File: src/soc_pkg.sv
package soc_pkg;

  // Top address byte of each physical bank.
  localparam logic [7:0] BOOT_BASE = 8'h00;
  localparam logic [7:0] DATA_BASE = 8'h40;

  // Alias windows seen by the core.
  localparam logic [7:0] BOOT_ALIAS = 8'h30;  // Maps onto BOOT_BASE.
  localparam logic [7:0] DATA_ALIAS = 8'ha0;  // Maps onto DATA_BASE.

  localparam int unsigned BANK_WORDS = 256;
  localparam int unsigned BANK_AW    = 8;

  // Wait states, request to ready.
  localparam int unsigned          WAIT_W    = 2;
  localparam logic [WAIT_W-1:0]    BOOT_WAIT = 2'd3;
  localparam logic [WAIT_W-1:0]    DATA_WAIT = 2'd1;

  // Core side stays in reset this long after the system reset ends.
  localparam int unsigned          RST_CNT_W = 5;
  localparam logic [RST_CNT_W-1:0] RST_DELAY = 5'd16;

endpackage

File: src/rst_delay.sv
`timescale 1ns/1ns

module rst_delay (
  input  logic clk_i,
  input  logic rst_i,
  output logic core_rst_o
);

  logic [soc_pkg::RST_CNT_W-1:0] cnt_q;
  logic                          done;

  assign done = (cnt_q == soc_pkg::RST_DELAY);

  // Counts up once per cycle after rst_i drops and parks at the limit.
  always_ff @(posedge clk_i) begin
    if (rst_i) begin
      cnt_q <= '0;
    end else if (!done) begin
      cnt_q <= cnt_q + 1'b1;
    end
  end

  assign core_rst_o = !done;  // Held until the count completes.

endmodule

File: config.mk
export PLATFORM = sky130hd
export DESIGN_NAME = rst_delay
export DESIGN_NICKNAME = d
export VERILOG_FILES = /design/src/soc_pkg.sv /design/src/rst_delay.sv
export SDC_FILE = /design/constraint.sdc
export NUM_CORES = 1
export LEC_CHECK = 0
export BUFFER_PORTS_ARGS = -buffer_cell sky130_fd_sc_hd__buf_2
export CORE_AREA = 2 2 39 41
export CTS_CLUSTER_DIAMETER = 50
export CTS_CLUSTER_SIZE = 25
export DETAILED_ROUTE_END_ITERATION = 10
export DIE_AREA = 0 0 41 43
export PLACE_DENSITY = 0.35
export SKIP_LAST_GASP = 1
export SYNTH_ARGS = -nofsm -noshare
export SYNTH_HDL_FRONTEND = slang
export SYNTH_SLANG_ARGS = --single-unit
File: constraint.sdc
create_clock -name clk_i -period 2.9 [get_ports clk_i]
set_input_delay 0.29 -clock clk_i [delete_from_list [all_inputs] [get_ports clk_i]]
set_output_delay 0.29 -clock clk_i [all_outputs]
set_load 0.02 [all_outputs]
* Word level (Yosys, flattened, before mapping)
Index checks and enable logic that the tools add are counted.
** Storage, ports and cells
- Flip-flop bits (word level) :: 5
- Bits of input ports :: 2
- Output and inout port bits :: 1
- Logic and storage cells :: 4
** Operators by class
- Eq/ne operators :: 1
- Reductions and logical operators :: 1
- Add/subtract/negate cells :: 1
** Operators with widths (count)
- $add A5 B1 Y5 const B :: 1
- $eq A5 B5 Y1 const B :: 1
- $logic_not A1 Y1 :: 1

* Longest topological paths before layout
Gate-level depths: netlist of run 1.
- Depth in word-level cells :: 2
- Mapped depth :: 4
- Mapped depth without buffers :: 4

* Worst setup path before layout of run 1
Ideal clock, no wire load.
- Path type :: reg2reg
- Start point :: register cnt_q[0] in the netlist's numbering
- End point :: register cnt_q[0] in the netlist's numbering
- Library setup time :: 0.121 ns
- Cell stages (with the launch flop) :: 5
- Setup slack :: 1.683 ns
- Data required time :: 2.779 ns
- Path buffers :: 0
- Clock period less this slack :: 1.217 ns
- Arrival time :: 1.096 ns
- Cells stage by stage :: dfxtp_1 > inv_1 > ha_1 > and4bb_4 > mux2_4
** On the way
- Cells in the longest elaborated chain, start to end :: 1
- Elaborated cells between the ends (all ways) :: 2
- Those cells by class :: add/sub: 1; eq/ne: 1
** Ends and longest elaborated chain
- from (decl) :: line rst_delay.sv:9 : logic [soc_pkg::RST_CNT_W-1:0] cnt_q;
- from (signal assigned) :: line rst_delay.sv:19 : cnt_q <= cnt_q + 1'b1;
- $add A5 B1 Y5 or $eq A5 B5 Y1 (tied branches) :: line rst_delay.sv:19, rst_delay.sv:12
Several ways; a longest one is shown, not always the timed one.
A chain may end at the register's enable or synchronous reset.

* Final worst setup path of run 1
- Start point :: register cnt_q[0] in the netlist's numbering
- End point :: output core_rst_o
** On the way
- Cells in the longest elaborated chain, start to end :: 2
** Ends and longest elaborated chain
- $eq A5 B5 Y1 :: line rst_delay.sv:12 : assign done = (cnt_q == soc_pkg::RST_DELAY);
- $logic_not A1 Y1 :: line rst_delay.sv:23 : assign core_rst_o = !done;
- to (decl) :: line rst_delay.sv:6 : output logic core_rst_o
No other way between the ends.

==> results of run 1 <==
placed cells by master (no fill, tap or decap):
cell type and n:
clkbuf_1 1, nor3_1 1, ha_1 2, nor2b_1 2, a21oi_1 1, mux2_1 1, and4_2 1, o21bai_1 1
buf_2 2, mux2_4 1, nand3_1 1, inv_2 1, nand2b_1 2, clkbuf_4 3, and4bb_4 1, mux2i_1 1
xnor2_1 1, inv_1 2, nor2_1 2, nor4_2 1, dfxtp_1 5
final cells by class:
class | instances | area, um2 | area share, %
inverter | 3 | 11.3 | 3.40
sequential | 5 | 100 | 30.2
tap | 16 | 20.0 | 6.04
timing repair buffer | 2 | 10.0 | 3.02
multi-input combinational | 19 | 164 | 49.4
clock buffer | 4 | 26.3 | 7.92
cells by family (layout without fill, tap and decap cells):
kind of cell             after synthesis  in the layout  synth area share [%]
flip-flops                             5              5                  36.4
multiplexers                           3              3                  13.2
AO/OA/AOI/OAI                          2              2                  4.54
AND/OR/NAND/NOR                       11             11                  29.5
XOR/XNOR                               1              1                  3.18
buffers and inverters                  3              9                  4.09
adder cells (fa/ha/maj)                2              2                  9.09
worst reg2reg max path, cell delays in order, from the launching register on:
cell and delay, ns:
dfxtp_1 0.40, inv_1 0.06, ha_1 0.20, and4bb_4 0.23, mux2_4 0.29
per-stage QoR:
step | hold slack [ns] | utilization (%) | power [mW] | instance area, um2 | worst slack [ns]
2_1_floorplan | 0.367 | - | 0.0886 | 275 | 1.68
3_3_place_gp | 0.519 | 22.1 | 0.0928 | 305 | 1.53
3_5_place_dp | 0.535 | 22.1 | 0.0936 | 305 | 1.54
4_1_cts | 0.320 | 24.0 | 0.181 | 332 | 1.27
5_1_grt | 0.344 | 24.0 | 0.188 | 332 | 1.20
6_report | 0.314 | 24.0 | 0.178 | 332 | 1.28
Yosys cell counts, drive strengths merged:
cell type | number | share of area, %
a21oi | 1 | 1.8
nor3 | 1 | 1.8
nor2b | 2 | 4.5
nor4 | 1 | 4.5
and4 | 1 | 3.6
xnor2 | 1 | 3.2
nand2b | 2 | 4.5
ha | 2 | 9.1
inv | 3 | 4.1
nor2 | 2 | 2.7
o21bai | 1 | 2.7
nand3 | 1 | 1.8
dfxtp | 5 | 36
mux2 | 2 | 9.5
and4bb | 1 | 5.9
mux2i | 1 | 3.6
final timing paths:
kind	slack, ns	to	from	depth (start not counted)
hold reg to reg	0.55	cnt_q[1]	cnt_q[1]	2
setup reg to reg	1.61	cnt_q[0]	cnt_q[0]	4
hold / removal	0.31	cnt_q[2]	rst_i	2
setup / recovery	1.28	core_rst_o	cnt_q[0]	5
power groups by stage:
stage,logic [mW],clock network (mW),registers (mW)
2_1_floorplan,0.0112,0,0.0774
5_1_grt,0.0172,0.0936,0.0777
3_3_place_gp,0.0140,0,0.0787
4_1_cts,0.0152,0.0880,0.0774
3_5_place_dp,0.0149,0,0.0787
6_report,0.0146,0.0859,0.0775
metal layers:
layer	routed length, um	global-route usage, %	vias to the layer above
li1	-	-	104
met1	202	6.47	98
met2	235	10.9	5
met3	20	1.57	3
met4	25	8.00	0
met5	0	0	-
==> metrics.csv, run 1 <==
stage;metric;value;unit
cts;CTS root buf;clkbuf_4;
worst_setup_path;CP startpoint kind;flip-flop;
floorplan;Die X;41;um
cells_and_area;Biggest register;cnt_q;
cells_and_area;Layout Nets;38;
worst_setup_path;Worst setup EP type;output port;
sta;Worst-Margin Slew;0.166;ns
job;Max Cap Viol;0;
yosys;Syn Area/Cell;10.2;um2
cts;H-tree depth;1;
cts;Clock transition at path regs;0.05;ns
cts;total CTS buffers;3;
sta;Pins Over Slew Limit;0;
sta;period utilisation layout;55.8;%
cells_and_area;fillers;149;
sta;RSZ-0062 raised after global routing;false;
route;vias per cell;4.29;
yosys;Seq cells post-synth;5;
worst_setup_path;CP required;2.61;ns
worst_setup_path;Max FO, Critical Path;6;
yosys;library cells used by synthesis;18;
power;VDD IR-drop max;0.194;mV
cts;worst skew pair latency;0.25;ns
placement;PortBufs;2;
worst_setup_path;CP top delay family;flip-flops;
placement;Placed Cells incl. Taps;45;
yosys;Ys Warns;0;
power;Leak;0.128;nW
route;vias;210;
worst_setup_path;kind of critical path;flip-flop to output port;
route;initial DRC count;3;
floorplan;core area;1380;um2
power;Reg power frac;43.5;%
floorplan;FP Rows;14;
worst_setup_path;CP Buf/Inv Count;3;
route;Wirelength per Cell;9.88;um
sta;Max Clock Freq;0.618;GHz
cells_and_area;Ant. Diodes;0;
cts;CTS tree;done;
yosys;Mapped Cells;27;
sta;Slew headroom;88.8;%
cts;post-cts hold buffer count;0;
route;DRT Wirelength;484;um
placement;dpl hpwl;344;um
power;Sw Ratio;25.3;%
worst_setup_path;Crit path arrival time;1.33;ns
worst_setup_path;CP max stage delay;0.40;ns
route;drt pass-1 iters;3;
cells_and_area;fraction of layout cells with a size suffix above 1;30.3;%
power;internal power;0.133;mW
route;Residual DRC;0;
sta;Tmin final;1.62;ns
hold_path;HP Class;input port to flip-flop;
cts;CTS Sinks;5;
outcome;status;completed;
cells_and_area;Finished Layout Cells;49;
floorplan;Die H;43;um
route;Detail Route Antenna Nets;0;
global_routing;GR Util All Layers;7.04;%
placement;GP Congestion;0.656;
sta;final hold viol count;0;
global_routing;initial antenna violation count;0;
cells_and_area;Syn-to-layout area delta;20.5;%
floorplan;I/O pin cnt;3;
sta;final setup vio count;0;
global_routing;pin count of the biggest net entering global routing;9;
global_routing;grt total ovfl;0;
worst_setup_path;worst path cell trace;inv_1, ha_1, and4bb_4, inv_2, buf_2;
power;switching power;0.0450;mW
sta;Setup Skew;0.000347;ns
yosys;synthesized net count;31;
yosys;Cell Area, Synth;275;um2
power;Clock Power Share;48.3;%
floorplan;area of the die;1760;um2
sta;setup TNS;0;ns
cts;Post-CTS Setup Repair Bufs;0;
global_routing;global-route wire length before repair;807;um
global_routing;vias in the first global route;230;
cells_and_area;largest registers;cnt_q (5);
power;Logic pwr share;8.2;%
yosys;sequential share of the synthesized area;36.4;%
cells_and_area;max FFs per register;5;
power;PwrDens;537;nW/um2
cts;buffers from clock root to sink, at most;2;
worst_setup_path;critical path's slowest cell;dfxtp_1;
floorplan;Initial Util;19.9;%
cts;cts repair resizes;0;
(Power assumes the default switching activity.)
==> run 2, diff against run 1 <==
--- a/config.mk
+++ b/config.mk
@@ -11,7 +11,7 @@
 export CTS_CLUSTER_SIZE = 25
 export DETAILED_ROUTE_END_ITERATION = 10
 export DIE_AREA = 0 0 41 43
-export PLACE_DENSITY = 0.35
+export PLACE_DENSITY = 0.36
 export SKIP_LAST_GASP = 1
 export SYNTH_ARGS = -nofsm -noshare
 export SYNTH_HDL_FRONTEND = slang
==> constraint.sdc (replaced) <==
create_clock -name clk_i -period 1.3 [get_ports clk_i]
set_input_delay 0.13 -clock clk_i [delete_from_list [all_inputs] [get_ports clk_i]]
set_output_delay 0.13 -clock clk_i [all_outputs]
set_load 0.02 [all_outputs]
==> run 2 against run 1 <==
Hold slack lost 0.16 ns. First-iteration DRC count fell by 67%. Clock power increased by 120%. Design area increased by 23%. Utilization increased by 5.5 points. Sequential share of layout area decreased by 5.0 points. Largest power group unchanged. Clock-buffer cell count is the same. Critical endpoint unchanged. Worst setup slack lost 1.3 ns.
==> metrics.csv, run 2 (synthesized netlist as in run 1, its figures left out) <==
stage;metric;value;unit;change
cts;buffers from clock root to sink, at most;2;;unchanged
cts;CTS tree;done;;
sta;final setup vio count;0;;unchanged
sta;setup TNS;0;ns;unchanged
sta;Setup Skew;0.00252;ns;+0.00217 ns
sta;Slew headroom;87.9;%;-0.96 points
floorplan;Die H;43;um;unchanged
floorplan;FP Rows;14;;unchanged
placement;placed standard-cell area;313;um2;+2.5%
route;Wirelength per Cell;9.87;um;about the same
floorplan;I/O pin cnt;3;;unchanged
power;PwrDens;1040;nW/um2;+93%
cts;CTS Sinks;5;;unchanged
worst_setup_path;CP startpoint kind;flip-flop;;
floorplan;area of the die;1760;um2;unchanged
global_routing;global-route wire length before repair;952;um;+18%
cells_and_area;Layout Nets;43;;+13%
cells_and_area;Finished Cell Area;408;um2;+23%
route;initial DRC count;1;;-2
worst_setup_path;r2r worst-path depth;5;;+1
global_routing;GR Util All Layers;8.24;%;+1.2 points
global_routing;grt total ovfl;0;;unchanged
cells_and_area;fraction of layout cells with a size suffix above 1;57.9;%;+28 points
cts;H-tree depth;1;;unchanged
cts;post-cts hold buffer count;0;;unchanged
cells_and_area;Biggest register;cnt_q;;
placement;GP Congestion;0.661;;+0.79%
cts;worst skew pair latency;0.25;ns;about the same
hold_path;HP Class;input port to flip-flop;;
cts;total CTS buffers;3;;unchanged
sta;RSZ-0062 raised after global routing;true;;
cts;Clock transition at path regs;0.05;ns;about the same
route;vias per cell;4.19;;-2.3%
cells_and_area;Multi-input gate area;194;um2;+18%
route;vias;226;;+7.6%
sta;Pins Over Slew Limit;0;;unchanged
cells_and_area;max FFs per register;5;;unchanged
route;Residual DRC;0;;unchanged
worst_setup_path;Worst setup EP type;output port;;
worst_setup_path;Max FO, Critical Path;3;;-3
global_routing;vias in the first global route;246;;+7.0%
global_routing;pin count of the biggest net entering global routing;9;;unchanged
worst_setup_path;kind of critical path;flip-flop to output port;;
sta;Worst-Margin Slew;0.181;ns;+0.0143 ns
power;Leak;0.157;nW;+23%
cells_and_area;commonest non-fill, non-tap cell in the layout;buf_4;;
route;drt pass-1 iters;4;;+1
cells_and_area;Syn-to-layout area delta;48.2;%;
sta;Max Clock Freq;0.773;GHz;
sta;Tmin final;1.29;ns;
cells_and_area;Ant. Diodes;0;;unchanged
floorplan;core area;1380;um2;unchanged
floorplan;Die X;41;um;unchanged
cts;CTS root buf;clkbuf_4;;
floorplan;Initial Util;19.9;%;unchanged
global_routing;initial antenna violation count;0;;unchanged
sta;period utilisation layout;99.6;%;
route;Detail Route Antenna Nets;0;;unchanged
worst_setup_path;Crit path arrival time;1.16;ns;-0.17 ns
power;VDD IR-drop max;0.481;mV;+150%
hold_path;Hold Crit Depth;2;;unchanged
job;Max Cap Viol;0;;unchanged
cells_and_area;flip-flop and latch area;103;um2;+2.5%
sta;final hold viol count;0;;unchanged
worst_setup_path;CP required;1.17;ns;-1.44 ns
outcome;status;completed;;
placement;PortBufs;2;;unchanged
cells_and_area;fillers;149;;unchanged
cells_and_area;largest registers;cnt_q (5);;
cells_and_area;most frequent cells in the layout;5 x buf_4, 3 x inv_2, 3 x clkbuf_4, 3 x dfxtp_1;;
route;DRT Wirelength;533;um;+10%
placement;dpl hpwl;342;um;-0.44%
## run 2: cell types whose count changed in the layout (fill, tap and decap cells not counted)
cell,before,now
inv_1,2,0
dfxtp_1,5,3
buf_6,0,1
inv_2,1,3
nand3_2,0,1
buf_4,0,5
ha_4,0,2
buf_2,2,1
ha_1,2,0
dfxtp_2,0,2
nand3_1,1,0
## run 2: timing repair
item | 4_1_cts | 5_1_grt
resized for setup | 6 | 5
pin swaps | 1 | 1
setup buffers | 4 | 0
endpoints found under the setup margin | 1 | 3
## run 2: stage by stage
| stage | setup slack, ns | total power [mW] | instances | hold WS (ns) | utilization (%) |
|---|---|---|---|---|---|
| floorplan | 0.0827 | 0.198 | 27 | 0.207 | - |
| global placement | 0.0545 | 0.210 | 46 | 0.410 | 22.6 |
| detailed placement | 0.0475 | 0.211 | 46 | 0.415 | 22.6 |
| CTS | -0.0173 | 0.413 | 54 | 0.152 | 27.7 |
| global route | -0.0314 | 0.443 | 54 | 0.172 | 29.5 |
| finish | 0.00567 | 0.422 | 54 | 0.157 | 29.5 |
## run 2: where the power goes
| group | internal (mW) | switching, mW |
|---|---|---|
| Clock | 0.117 | 0.0744 |
| Sequential | 0.163 | 0.00766 |
| Combinational | 0.0329 | 0.0274 |
| Total | 0.313 | 0.109 |
## run 2: path summary, 6_finish.rpt
check | from | end | slack (ns)
setup / recovery | cnt_q[0] | core_rst_o | 0.006
hold / removal | rst_i | cnt_q[2] | 0.16
hold reg to reg | cnt_q[4] | cnt_q[4] | 0.55
setup reg to reg | cnt_q[0] | cnt_q[0] | 0.02
## run 2: final cells by class
| cell class | count | area share (%) |
|---|---|---|
| Inverter | 3 | 2.76 |
| Tap cell | 16 | 4.91 |
| Sequential cell | 5 | 25.2 |
| Multi-Input combinational cell | 19 | 47.5 |
| Clock buffer | 4 | 6.44 |
| Timing Repair Buffer | 7 | 13.2 |
## run 2: per-layer routing
layer,share of wire [%],vias up,GRT usage (%),wire length [um]
met3,2.6,2,1.57,14
li1,-,115,-,-
met4,3.2,0,6.00,17
met2,51,4,13.4,271
met1,43,105,8.71,230
met5,0,-,0,0
## run 2: worst max-delay path, stage by stage (launching register included)
cell and delay (ns):
dfxtp_2 0.32, inv_2 0.07, ha_4 0.12, and4bb_4 0.25, inv_2 0.04, buf_6 0.12
