==> config.mk <==
export PLATFORM = sky130hd
export DESIGN_NAME = axi_lite_nmi_bridge
export DESIGN_NICKNAME = d
export VERILOG_FILES = /design/src/bus_pkg.sv /design/src/soc_pkg.sv /design/src/axi_lite_nmi_bridge.sv
export SDC_FILE = /design/constraint.sdc
export NUM_CORES = 1
export LEC_CHECK = 0
export BUFFER_PORTS_ARGS = -buffer_cell sky130_fd_sc_hd__buf_2
export CAP_MARGIN = 20
export CORE_ASPECT_RATIO = 1.75
export CORE_MARGIN = 1
export CORE_UTILIZATION = 39
export CTS_CLUSTER_DIAMETER = 80
export DETAILED_ROUTE_END_ITERATION = 10
export PLACE_DENSITY = 0.76
export SYNTH_ARGS = -nofsm -noshare
export SYNTH_HDL_FRONTEND = slang
export SYNTH_SLANG_ARGS = --single-unit
==> constraint.sdc <==
create_clock -name clk_i -period 2.8 [get_ports clk_i]
set_input_delay 0.42 -clock clk_i [delete_from_list [all_inputs] [get_ports clk_i]]
set_output_delay 0.42 -clock clk_i [all_outputs]
set_load 0.005 [all_outputs]
==> src/bus_pkg.sv <==
package bus_pkg;

  localparam int unsigned ADDR_W = 32;
  localparam int unsigned DATA_W = 32;
  localparam int unsigned STRB_W = DATA_W / 8;

  localparam logic [1:0] RESP_OKAY = 2'b00;

  // AXI4-Lite channel payloads, valid and ready travel beside them.
  typedef struct packed {
    logic [ADDR_W-1:0] addr;
  } axi_aw_t;

  typedef struct packed {
    logic [DATA_W-1:0] data;
    logic [STRB_W-1:0] strb;
  } axi_w_t;

  typedef struct packed {
    logic [1:0] resp;
  } axi_b_t;

  typedef struct packed {
    logic [ADDR_W-1:0] addr;
  } axi_ar_t;

  typedef struct packed {
    logic [DATA_W-1:0] data;
    logic [1:0]        resp;
  } axi_r_t;

  // Native memory side.
  typedef struct packed {
    logic [ADDR_W-1:0] addr;
    logic [DATA_W-1:0] wdata;
    logic [STRB_W-1:0] wstrb;  // Zero for a read.
  } nmi_req_t;

  typedef struct packed {
    logic [DATA_W-1:0] rdata;
  } nmi_rsp_t;

endpackage

==> src/soc_pkg.sv <==
package soc_pkg;

  // Top address byte of each physical bank.
  localparam logic [7:0] BOOT_BASE = 8'h00;
  localparam logic [7:0] DATA_BASE = 8'h40;

  // Alias windows seen by the core.
  localparam logic [7:0] BOOT_ALIAS = 8'h30;  // Maps onto BOOT_BASE.
  localparam logic [7:0] DATA_ALIAS = 8'ha0;  // Maps onto DATA_BASE.

  localparam int unsigned BANK_WORDS = 256;
  localparam int unsigned BANK_AW    = 8;

  // Wait states, request to ready.
  localparam int unsigned          WAIT_W    = 2;
  localparam logic [WAIT_W-1:0]    BOOT_WAIT = 2'd3;
  localparam logic [WAIT_W-1:0]    DATA_WAIT = 2'd1;

  // Core side stays in reset this long after the system reset ends.
  localparam int unsigned          RST_CNT_W = 5;
  localparam logic [RST_CNT_W-1:0] RST_DELAY = 5'd16;

endpackage

==> src/axi_lite_nmi_bridge.sv <==
`timescale 1ns/1ns

module axi_lite_nmi_bridge (
  input  logic              clk_i,
  input  logic              rst_i,
  input  bus_pkg::axi_aw_t  aw_i,
  input  logic              aw_valid_i,
  output logic              aw_ready_o,
  input  bus_pkg::axi_w_t   w_i,
  input  logic              w_valid_i,
  output logic              w_ready_o,
  output bus_pkg::axi_b_t   b_o,
  output logic              b_valid_o,
  input  logic              b_ready_i,
  input  bus_pkg::axi_ar_t  ar_i,
  input  logic              ar_valid_i,
  output logic              ar_ready_o,
  output bus_pkg::axi_r_t   r_o,
  output logic              r_valid_o,
  input  logic              r_ready_i,
  output logic              mem_valid_o,
  output bus_pkg::nmi_req_t mem_req_o,
  input  logic              mem_ready_i,
  input  bus_pkg::nmi_rsp_t mem_rsp_i
);

  typedef enum logic [1:0] {
    ST_IDLE,
    ST_WREQ,
    ST_RREQ,
    ST_RSP
  } state_e;

  state_e                     state_q;
  logic                       wr_ready_q;
  logic                       ar_ready_q;
  logic                       wr_pair;
  logic                       wr_hs;
  logic                       rd_hs;
  logic                       rsp_taken;
  logic [bus_pkg::DATA_W-1:0] rdata_q;

  // Folds the alias windows onto the physical banks.
  function automatic logic [bus_pkg::ADDR_W-1:0] remap(
    input logic [bus_pkg::ADDR_W-1:0] addr
  );
    logic [7:0]                 top;
    logic [bus_pkg::ADDR_W-1:0] res;
    top = addr[bus_pkg::ADDR_W-1 -: 8];
    res = addr;
    if (top == soc_pkg::BOOT_ALIAS) begin
      res[bus_pkg::ADDR_W-1 -: 8] = soc_pkg::BOOT_BASE;
    end else if (top == soc_pkg::DATA_ALIAS) begin
      res[bus_pkg::ADDR_W-1 -: 8] = soc_pkg::DATA_BASE;
    end
    return res;
  endfunction

  always_comb begin
    wr_pair   = aw_valid_i && w_valid_i;
    wr_hs     = wr_ready_q && wr_pair;
    rd_hs     = ar_ready_q && ar_valid_i;
    rsp_taken = (b_valid_o && b_ready_i) || (r_valid_o && r_ready_i);
  end

  always_ff @(posedge clk_i) begin
    if (rst_i) begin
      state_q     <= ST_IDLE;
      wr_ready_q  <= 1'b0;
      ar_ready_q  <= 1'b0;
      mem_valid_o <= 1'b0;
      b_valid_o   <= 1'b0;
      r_valid_o   <= 1'b0;
    end else begin
      case (state_q)
        ST_IDLE: begin
          wr_ready_q <= 1'b0;  // Readies last one cycle.
          ar_ready_q <= 1'b0;
          if (wr_hs) begin
            state_q     <= ST_WREQ;
            mem_valid_o <= 1'b1;
          end else if (rd_hs) begin
            state_q     <= ST_RREQ;
            mem_valid_o <= 1'b1;
          end else if (wr_pair) begin
            wr_ready_q <= 1'b1;  // Writes win a tie.
          end else if (ar_valid_i) begin
            ar_ready_q <= 1'b1;
          end
        end
        ST_WREQ: begin
          if (mem_ready_i) begin
            mem_valid_o <= 1'b0;
            b_valid_o   <= 1'b1;
            state_q     <= ST_RSP;
          end
        end
        ST_RREQ: begin
          if (mem_ready_i) begin
            mem_valid_o <= 1'b0;
            r_valid_o   <= 1'b1;
            state_q     <= ST_RSP;
          end
        end
        ST_RSP: begin
          // Nothing new is accepted until the master takes the response.
          if (rsp_taken) begin
            b_valid_o <= 1'b0;
            r_valid_o <= 1'b0;
            state_q   <= ST_IDLE;
          end
        end
        default: begin
          state_q <= ST_IDLE;
        end
      endcase
    end
  end

  // Request and read data hold their value between transactions.
  always_ff @(posedge clk_i) begin
    if (wr_hs) begin
      mem_req_o <= '{addr: remap(aw_i.addr), wdata: w_i.data, wstrb: w_i.strb};
    end else if (rd_hs) begin
      mem_req_o <= '{addr: remap(ar_i.addr), wdata: '0, wstrb: '0};
    end
    if (state_q == ST_RREQ && mem_ready_i) begin
      rdata_q <= mem_rsp_i.rdata;
    end
  end

  assign aw_ready_o = wr_ready_q;
  assign w_ready_o  = wr_ready_q;
  assign ar_ready_o = ar_ready_q;

  // No error path on the native side.
  assign b_o = '{resp: bus_pkg::RESP_OKAY};
  assign r_o = '{data: rdata_q, resp: bus_pkg::RESP_OKAY};

endmodule

---- After elaboration in Yosys (flattened, before gate mapping) ----
Index checks and enable logic that the tools add are counted.
word-level totals
  register bits after elaboration ......... 107
  latch bits .............................. 0
  RAM bits ................................ 0
  memory bits (read-only) ................. 0
  output and inout bits ................... 110
  word-level logic and storage cells ...... 65
  memories ................................ 0
operators by class
  add/sub/neg operators ................... 0
  $mul .................................... 0
  divide/modulo/power cells ............... 0
  order comparisons ....................... 0
  eq/ne operators ......................... 12
  shifts and indexed selects .............. 0
  mux-type cells .......................... 26
  bitwise operators ....................... 0
  reduce and logical (&&, ||, !) cells .... 17
operator list
  cell                  number
  $mux W68              2
  $mux W8               4
  $eq A8 B6 Y1 const B  2
  $eq A8 B8 Y1 const B  2
  $mux W1               12
  $reduce_and A3 Y1     4
  $mux W2               4
  $reduce_bool A2 Y1    4
  $logic_and A1 B1 Y1   6
  $ne A2 B2 Y1 const B  3
  $pmux W1 S2           3
  $pmux W2 S3           1
  $eq A2 B2 Y1 const B  2
  $ne A3 B3 Y1 const B  1
  $eq A2 B1 Y1 const B  1
  $logic_not A2 Y1      1
  $ne A2 B1 Y1 const B  1
  $reduce_or A2 Y1      1
  $logic_or A1 B1 Y1    1

---- Logic depth before layout (Yosys ltp) ----
Gate-level depths: netlist of run 1.
  word-level depth ........................ 5
  gate-level depth with buffers ........... 6
  depth with buffers taken out ............ 6

---- Worst setup path before layout of run 1 ----
OpenSTA, ideal clock, no wires.
  kind .................................... input -> register
  start ................................... in w_valid_i
  end ..................................... reg mem_req_o[0] (netlist bit) (enable)
  library setup time ...................... 714 ps
  arrival time ............................ 1988 ps
  data required time ...................... 2086 ps
  slack ................................... 98 ps
  stages on the path ...................... 3
  path buffers ............................ 1
  cell sequence ........................... nand3_2 > clkbuf_1 > nand2_1
between the ends
  longest elaborated chain between the ends .. 3
RTL lines
  what                                 line                        RTL
  start: declaration                   axi_lite_nmi_bridge.sv:10   input logic w_valid_i,
  $logic_and A1 B1 Y1                  axi_lite_nmi_bridge.sv:60   wr_pair = aw_valid_i && w_valid_i;
  $logic_and A1 B1 Y1                  axi_lite_nmi_bridge.sv:61   wr_hs = wr_ready_q && wr_pair;
  $reduce_bool A2 Y1 (no source line)  n/a
  end signal: assignment               axi_lite_nmi_bridge.sv:123  mem_req_o <= '{addr: remap(aw_i.addr), wdata: w_i.data, wstrb: w_i.strb};
  end signal: assignment               axi_lite_nmi_bridge.sv:125  mem_req_o <= '{addr: remap(ar_i.addr), wdata: '0, wstrb: '0};
  end: declaration                     axi_lite_nmi_bridge.sv:22   output bus_pkg::nmi_req_t mem_req_o,
Every way passes these cells.
A chain may end at the register's enable or synchronous reset.

---- Final worst setup path of run 1 ----
  start ................................... reg wr_ready_q, in the netlist aw_ready_o
  end ..................................... reg state_q[0]
between the ends
  longest elaborated chain between the ends .. 3
RTL lines
  what                                                               line                       RTL
  start: declaration                                                 axi_lite_nmi_bridge.sv:35  logic wr_ready_q;
  start signal: assignment                                           axi_lite_nmi_bridge.sv:69  wr_ready_q <= 1'b0;
  start signal: assignment                                           axi_lite_nmi_bridge.sv:77  wr_ready_q <= 1'b0;
  start signal: assignment                                           axi_lite_nmi_bridge.sv:86  wr_ready_q <= 1'b1;
  $logic_and A1 B1 Y1 *                                              axi_lite_nmi_bridge.sv:61
  $ne A3 B3 Y1 (no source line) or $mux W2 (tied branches)           n/a
  $reduce_and A3 Y1 (no source line) or $pmux W2 S3 (tied branches)  n/a
  end signal: assignment                                             axi_lite_nmi_bridge.sv:68  state_q <= ST_IDLE;
  end signal: assignment                                             axi_lite_nmi_bridge.sv:80  state_q <= ST_WREQ;
  end signal: assignment                                             axi_lite_nmi_bridge.sv:83  state_q <= ST_RREQ;
  end: declaration                                                   axi_lite_nmi_bridge.sv:34  state_e state_q;
Mark *: on every way between the ends. The rest lies on a longest branch, timed or not.

==> results.cfg, run 1 <==
[timing]
worst_slack_ns = 1.05
rsz0062_at_grt = no
final.period_utilization = 0.624
period_minus_slack_ns = 1.75
setup_violations = 0
skew_ns = 0.00702
worst_slew_pin_slew_ns = 0.514
slew_headroom = 0.657
fin_setup_tns_ns = 0
hold_viol_final = 0
max_freq_ghz = 0.573
drv_slew = 0
whs_ns = 0.252

[logic_synthesis]
yosysMostFrequentCell = edfxtp_1
synth_fa_ha_area_frac = 0.0148
synth_cells = 310
synthXorXnorAreaFrac = 0.00416
async_flop_share = 0
synth_common_cells = edfxtp_1 (100), nand2_1 (92), and2_1 (38)
synth_top_area_cell = edfxtp_1
synth-simple-area-share = 0.171
yosys_warnings = 0
netlist_top_cells_area = edfxtp_1 (71%), nand2_1 (8.2%), and2_1 (5.6%)
syn_area_per_cell_um2 = 13.6
synth-edff-count = 100
synth_compound_area_frac = 0.0341
synth.distinct_cells = 36
synthFlopType = edfxtp_1
synth_mux_area_frac = 0.00475
syn_area_um2 = 4210
synth_seq_cells = 107
synth_top_area_frac = 0.713
ys_seq_area_frac = 0.746
synth_top_family_by_area = simple AND/OR/NAND/NOR gates

[grt]
grt_pass1_wl_um = 16200
grt_pass1_vias = 3232
antenna_found_initial = 3
grt_max_degree = 39
grt.total_usage = 0.196
overflow = 0

[layout]
final_core_util = 0.565
areaGrowthSynthToFinish_pct = 39.0
fill_cells = 870
regArea_um2 = 3140
multi_input_area_um2 = 985
drive_gt1_frac = 0.480
final_nets = 702

[clock_tree]
postCtsSetupBuffers = 0
cts.sinks = 107
cts_resized = 0
cts_tree = done
insertion_delay_ns = 0.34
cts-buffers-inserted = 9
htree_levels = 3
ctsRootBufferMaster = clkbuf_16
cts_max_path_buffers = 2
postCtsHoldBufs = 0
path_clk_slew_ns = 0.07

[placed_design]
io_buffer_count = 245
hpwl_um = 8410
place.gp.congestion = 0.754
place_ws_ns = 0.930

[route]
drt-initial-drc-count = 102
vias = 3267
wl_um = 10700
dr.pass1.iters = 6
via_per_inst = 4.73
antenna_left = 0
drc = 0
wl_per_cell_um = 15.5

[floorplan]
core-area_um2 = 10400
io_pins = 250
initial_core_util = 0.407
rows = 49
dieArea_um2 = 11200
die_w_um = 80.6
die_y_um = 140

[worst_setup_path]
required_ns = 3.05
path_max_fanout = 33
critPathLaunchType = register
path_class = register to register
arrival_ns = 2.00
endpoint_kind = register

[power_and_ir_drop]
power_density_nw_per_um2 = 621
p_leak_nw = 2.65
ir_worst_vdd_v = 0.000418
total_power_mw = 3.64

[hold_path]
min_path_type = input port to register

[status]
status = finished clean

[job]
drv_cap = 0
## state kept, by name, indices dropped and copies added (netlist names)
register     flops
ar_ready_o       1
mem_valid_o      1
rdata_q         32
mem_req_o       68
state_q          2
aw_ready_o       1
b_valid_o        1
r_valid_o        1
## path summary, 6_finish.rpt
kind,slack (ns),startpoint,cells past startpoint,to
worst max-delay path,1.05,aw_ready_o,4,state_q[0]
worst min-delay path,0.25,mem_rsp_i[22],1,rdata_q[22]
worst max register to register,1.05,aw_ready_o,4,state_q[0]
worst min register to register,0.48,mem_valid_o,2,mem_valid_o
## worst max-delay path, stage by stage, from the launching register on
cell	delay, ns
dfxtp_1	0.41
and3_2	0.55
mux2i_1	0.17
or4_1	0.44
o31ai_1	0.09
## layout make-up
cell class              count  share of cell area
diodes                      2            0.000855
clock buffers              10              0.0391
clock inverters             6             0.00983
inverters                   4             0.00256
multi-input cells         185               0.168
flip-flops and latches    107               0.537
well taps                 127              0.0271
repair buffers            250               0.216
## cell usage in the layout (no fill, tap or decap), types with 2 or more instances in the layout
cell type	n
buf_2	245
edfxtp_1	100
nand2_1	91
and2_1	38
clkbuf_16	9
dfxtp_1	7
nor2_1	5
a21oi_1	5
ha_1	5
buf_4	5
inv_1	4
conb_1	4
clkinv_4	4
o211ai_1	3
o21ai_1	3
o31ai_1	3
diode_2	2
nor4_1	2
a22oi_1	2
nand3b_1	2
xnor2_1	2
nor2b_1	2
mux2i_1	2
or4_1	2
inv_8	2
## metrics by stage
stage | area (um2) | instances
floorplan | 4230 | 313
global placement | 5570 | 673
detailed placement | 5570 | 673
CTS | 5850 | 689
global route | 5850 | 690
finish | 5860 | 691
## routing by layer
layer	global-route usage	vias up	part of all wire
li1	-	1568	-
met1	0.213	1493	0.35
met2	0.350	184	0.54
met3	0.0531	20	0.085
met4	0.0818	2	0.026
met5	0	-	0.0012
## cell families (layout without fill, tap and decap cells)
family	count (synthesis)	after routing
XOR/XNOR	2	2
AND/OR/NAND/NOR	150	150
buffers and inverters	21	270
adder cells (fa/ha/maj)	5	5
other	1	6
AO/OA/AOI/OAI	22	22
flip-flops	107	107
multiplexers	2	2
## where the power goes
part | internal [mW] | total [mW] | switching, mW
Combinational | 0.228 | 0.494 | 0.267
Sequential | 1.91 | 1.95 | 0.0409
Clock | 0.623 | 1.20 | 0.573
Note: power is estimated with default switching activity, not from simulation.
==> inputs of run 2 (changes only) <==
Settings changed: CORE_UTILIZATION 39 to 43, PLACE_DENSITY 0.76 to 0.79.
Clock period 2.8 ns to 1.7 ns, I/O delays scaled along.
==> results.cfg, run 2 (synthesis gave the netlist of run 1 again) <==
[clock_tree]
cts-buffers-inserted = 9
cts_resized = 0
insertion_delay_ns = 0.34
cts_tree = done
cts_max_path_buffers = 2
path_clk_slew_ns = 0.07
postCtsSetupBuffers = 0
postCtsHoldBufs = 0
cts.sinks = 107
ctsRootBufferMaster = clkbuf_16
htree_levels = 3

[hold_path]
whs_path_depth = 1
min_path_type = input port to register

[power_and_ir_drop]
ir_worst_vdd_v = 0.000556
p_leak_nw = 2.69
total_power_mw = 6.30
power_density_nw_per_um2 = 1060

[placed_design]
place_ws_ns = 0.0468
place.gp.congestion = 0.876
hpwl_um = 8080
io_buffer_count = 245

[route]
dr.pass1.iters = 5
drt-initial-drc-count = 141
vias = 3251
wl_per_cell_um = 15.4
via_per_inst = 4.74
antenna_left = 0
drc = 0
wl_um = 10600

[layout]
num_antenna_cells = 0
final_common_cell = buf_2
largest-register = mem_req_o
reg_top3 = mem_req_o: 68 flops, rdata_q: 32 flops, state_q: 2 flops
areaGrowthSynthToFinish_pct = 41.6
layout_common_cells = buf_2 (245), edfxtp_1 (100), nand2_1 (91), and2_1 (37), clkbuf_16 (9)
drive_gt1_frac = 0.486
final_core_util = 0.630
largest_reg_flops = 68
fill_cells = 752
final_nets = 704

[timing]
drv_slew = 0
fin_setup_tns_ns = 0
hold_viol_final = 0
setup_violations = 0
max_freq_ghz = 0.630
final.period_utilization = 0.933
period_minus_slack_ns = 1.59
skew_ns = 0.00702
rsz0062_at_grt = no
worst_slack_ns = 0.113

[grt]
grt_pass1_vias = 3181
grt_pass1_wl_um = 16000
overflow = 0
grt.total_usage = 0.210
grt_max_degree = 37
antenna_found_initial = 0

[worst_setup_path]
path_max_fanout = 4
critPathLaunchType = register
endpoint_kind = register
arrival_ns = 1.83
required_ns = 1.95
path_class = register to register
r2r_cells = 5

[floorplan]
io_pins = 250
rows = 47
core-area_um2 = 9470
dieArea_um2 = 10200
die_y_um = 133
die_w_um = 76.8
initial_core_util = 0.445

[status]
status = finished clean

[job]
drv_cap = 0
[run 2: cell count changes in the layout (fill, tap and decap cells not counted), sizes merged]
cell and delta:
diode -2, clkinvlp +2, clkinv -4, bufinv +2
buf +2
[run 2: cell type report]
class | count | area (um2) | share of cell area
flip-flops and latches | 107 | 3140 | 0.527
inverters | 4 | 15.0 | 0.00252
multi-input cells | 185 | 1000 | 0.168
repair buffers | 252 | 1330 | 0.223
well taps | 122 | 153 | 0.0256
clock buffers | 10 | 229 | 0.0384
clock inverters | 6 | 95.1 | 0.0159
[run 2: final timing paths]
check	end	slack, ns	start
min reg2reg	mem_valid_o	0.49	mem_valid_o
min	rdata_q[29]	0.09	mem_rsp_i[29]
max	state_q[1]	0.11	state_q[1]
max reg2reg	state_q[1]	0.11	state_q[1]
[run 2: through the flow]
stage | hold slack (ns) | instance area, um2 | std cells
floorplan | 0.354 | 4230 | 313
global route | 0.0719 | 5970 | 686
finish | 0.0895 | 5970 | 686
global placement | 0.431 | 5630 | 670
detailed placement | 0.434 | 5630 | 670
CTS | 0.0750 | 5950 | 686
[run 2: report_power, final]
part	leakage [nW]	internal (mW)	total (mW)	switching, mW
clock	0.151	1.31	2.22	0.914
sequential	0.980	3.14	3.20	0.0628
combinational	1.56	0.423	0.877	0.454
total	2.69	4.87	6.30	1.43
[run 2: layer usage]
layer | vias up | GRT usage | wire length (um)
met5 | - | 0 | 0
met4 | 0 | 0.0801 | 224
met3 | 19 | 0.0469 | 739
met2 | 176 | 0.400 | 5890
met1 | 1488 | 0.218 | 3730
li1 | 1568 | - | -
[run 2: worst max-delay path, cell delays in order (launching register included)]
cell     delay [ns]
dfxtp_1        0.36
inv_1          0.12
ha_4           0.24
a22o_1         0.23
or4_1          0.47
o31ai_1        0.08
==> inputs of run 3 (changes only) <==
Settings changed: ABC_AREA set to 1, CORE_UTILIZATION 43 to 44, HOLD_SLACK_MARGIN set to 0.12, PLACE_DENSITY 0.79 to 0.81.
==> results.cfg, run 3 <==
[layout]
layout_common_cells = buf_2 (245), nand2_1 (102), edfxtp_1 (100), nor2_1 (58), inv_1 (55)
num_antenna_cells = 0
final_core_util = 0.663
largest_reg_flops = 68
drive_gt1_frac = 0.409
final_nets = 798
post-route-cell-area_um2 = 6270
areaGrowthSynthToFinish_pct = 46.8
reg_top3 = mem_req_o: 68 flops, rdata_q: 32 flops, state_q: 2 flops
largest-register = mem_req_o
final_common_cell = buf_2

[logic_synthesis]
netlist_top_cells_area = edfxtp_1 (70%), nand2_1 (9.0%), nor2_1 (5.1%)
synth_seq_cells = 107
ys_seq_area_frac = 0.735
synth_top_area_cell = edfxtp_1
async_flop_share = 0
synth.distinct_cells = 20
synthFlopType = edfxtp_1
yosys_warnings = 0
syn_area_um2 = 4270
synth_top_area_frac = 0.703
synth-edff-count = 100
yosysMostFrequentCell = nand2_1
synth_cells = 372
synth_common_cells = nand2_1 (103), edfxtp_1 (100), nor2_1 (58)
syn_area_per_cell_um2 = 11.5

[grt]
grt_pass1_wl_um = 17200
grt.total_usage = 0.226
grt_max_degree = 69
overflow = 0
grt_pass1_vias = 3596
antenna_found_initial = 0

[worst_setup_path]
arrival_ns = 1.46
endpoint_kind = register
critPathLaunchType = register
r2r_cells = 2
required_ns = 1.69
path_class = register to register
path_max_fanout = 68

[clock_tree]
insertion_delay_ns = 0.35
htree_levels = 3
cts_resized = 0
cts.sinks = 107
ctsRootBufferMaster = clkbuf_16
cts_max_path_buffers = 2
path_clk_slew_ns = 0.07
cts_tree = done
cts-buffers-inserted = 9
postCtsSetupBuffers = 0

[placed_design]
place.gp.congestion = 0.812
placed_cell_area_um2 = 5640
hpwl_um = 7750
io_buffer_count = 245

[route]
wl_per_cell_um = 14.0
drt-initial-drc-count = 163
drc = 0
via_per_inst = 4.57
vias = 3566
wl_um = 10900
antenna_left = 0
dr.pass1.iters = 5

[hold_path]
min_path_type = input port to register
whs_path_depth = 3

[power_and_ir_drop]
ir_worst_vdd_v = 0.000772
power_density_nw_per_um2 = 1060
p_leak_nw = 3.04
total_power_mw = 6.64

[timing]
hold_viol_final = 0
slew_headroom = 0.656
period_minus_slack_ns = 1.47
setup_violations = 0
final.period_utilization = 0.866
drv_slew = 0
skew_ns = 0.0124
worst_slew_pin_slew_ns = 0.515
max_freq_ghz = 0.679
rsz0062_at_grt = no
fin_setup_tns_ns = 0

[floorplan]
die_w_um = 76.5
rows = 47
dieArea_um2 = 10100
core-area_um2 = 9470
initial_core_util = 0.451
die_y_um = 132
io_pins = 250

[status]
status = finished clean

[job]
drv_cap = 0
[run 3: changes by cell type after synthesis, moves of 4 or more]
cell | previous run | this run
nor2_1 | 5 | 58
inv_1 | 4 | 55
and2_1 | 38 | 0
nand2_1 | 92 | 103
o21ai_0 | 1 | 10
nand3_1 | 0 | 6
clkbuf_1 | 8 | 4
[run 3: power breakdown]
part	switching, mW	internal (mW)	leakage, nW
registers	0.104	3.27	0.982
clock network	0.931	1.16	0.140
logic	0.660	0.514	1.92
[run 3: path summary, 6_finish.rpt]
path                   start       endpoint  slack (ns)
setup / recovery  aw_ready_o  mem_req_o[13]        0.23
hold / removal       aw_i[1]  mem_req_o[37]        0.17
setup reg to reg  aw_ready_o  mem_req_o[13]        0.23
hold reg to reg   ar_ready_o     ar_ready_o        0.49
[run 3: area by class of cell]
| class | instances | area [um2] |
|---|---|---|
| Multi-Input combinational cell | 197 | 857 |
| Tap cell | 122 | 153 |
| Inverter | 56 | 210 |
| Clock buffer | 10 | 229 |
| Clock inverter | 6 | 71.3 |
| Sequential cell | 107 | 3140 |
| Fill cell | 718 | 3190 |
| Timing Repair Buffer | 282 | 1610 |
[run 3: kinds of logic after synthesis]
logic type                 Yosys count  synth area share
and+or+nand+nor                    170             0.155
DFF                                107             0.735
buffers and inverters               71            0.0705
AOI/OAI and AO/OA                   18            0.0231
adders and majority gates            5            0.0146
other                                1          0.000877
[run 3: stage by stage]
stage | hold WS [ns] | setup WS (ns) | instances
after floorplan | 0.324 | 0.0399 | 375
after global placement | 0.432 | 0.300 | 731
after detailed placement | 0.433 | 0.203 | 731
after CTS | 0.156 | 0.198 | 780
after global routing | 0.168 | 0.110 | 780
final | 0.169 | 0.228 | 780
[run 3: worst max-delay path: stages (launching register included)]
cell and delay, ns:
dfxtp_1 0.39, nand3_2 0.23, nand2_8 0.45
[run 3: timing repair]
item / in CTS / in global routing
hold buffers: 33 / 0
endpoints found under the hold margin: 33 / 0
setup endpoints to repair: 0 / 0
[run 3: metal layers]
| layer | part of all wire | GRT usage |
|---|---|---|
| met5 | 0 | 0 |
| met4 | 0.037 | 0.130 |
| met3 | 0.049 | 0.0388 |
| met2 | 0.55 | 0.409 |
| met1 | 0.37 | 0.244 |
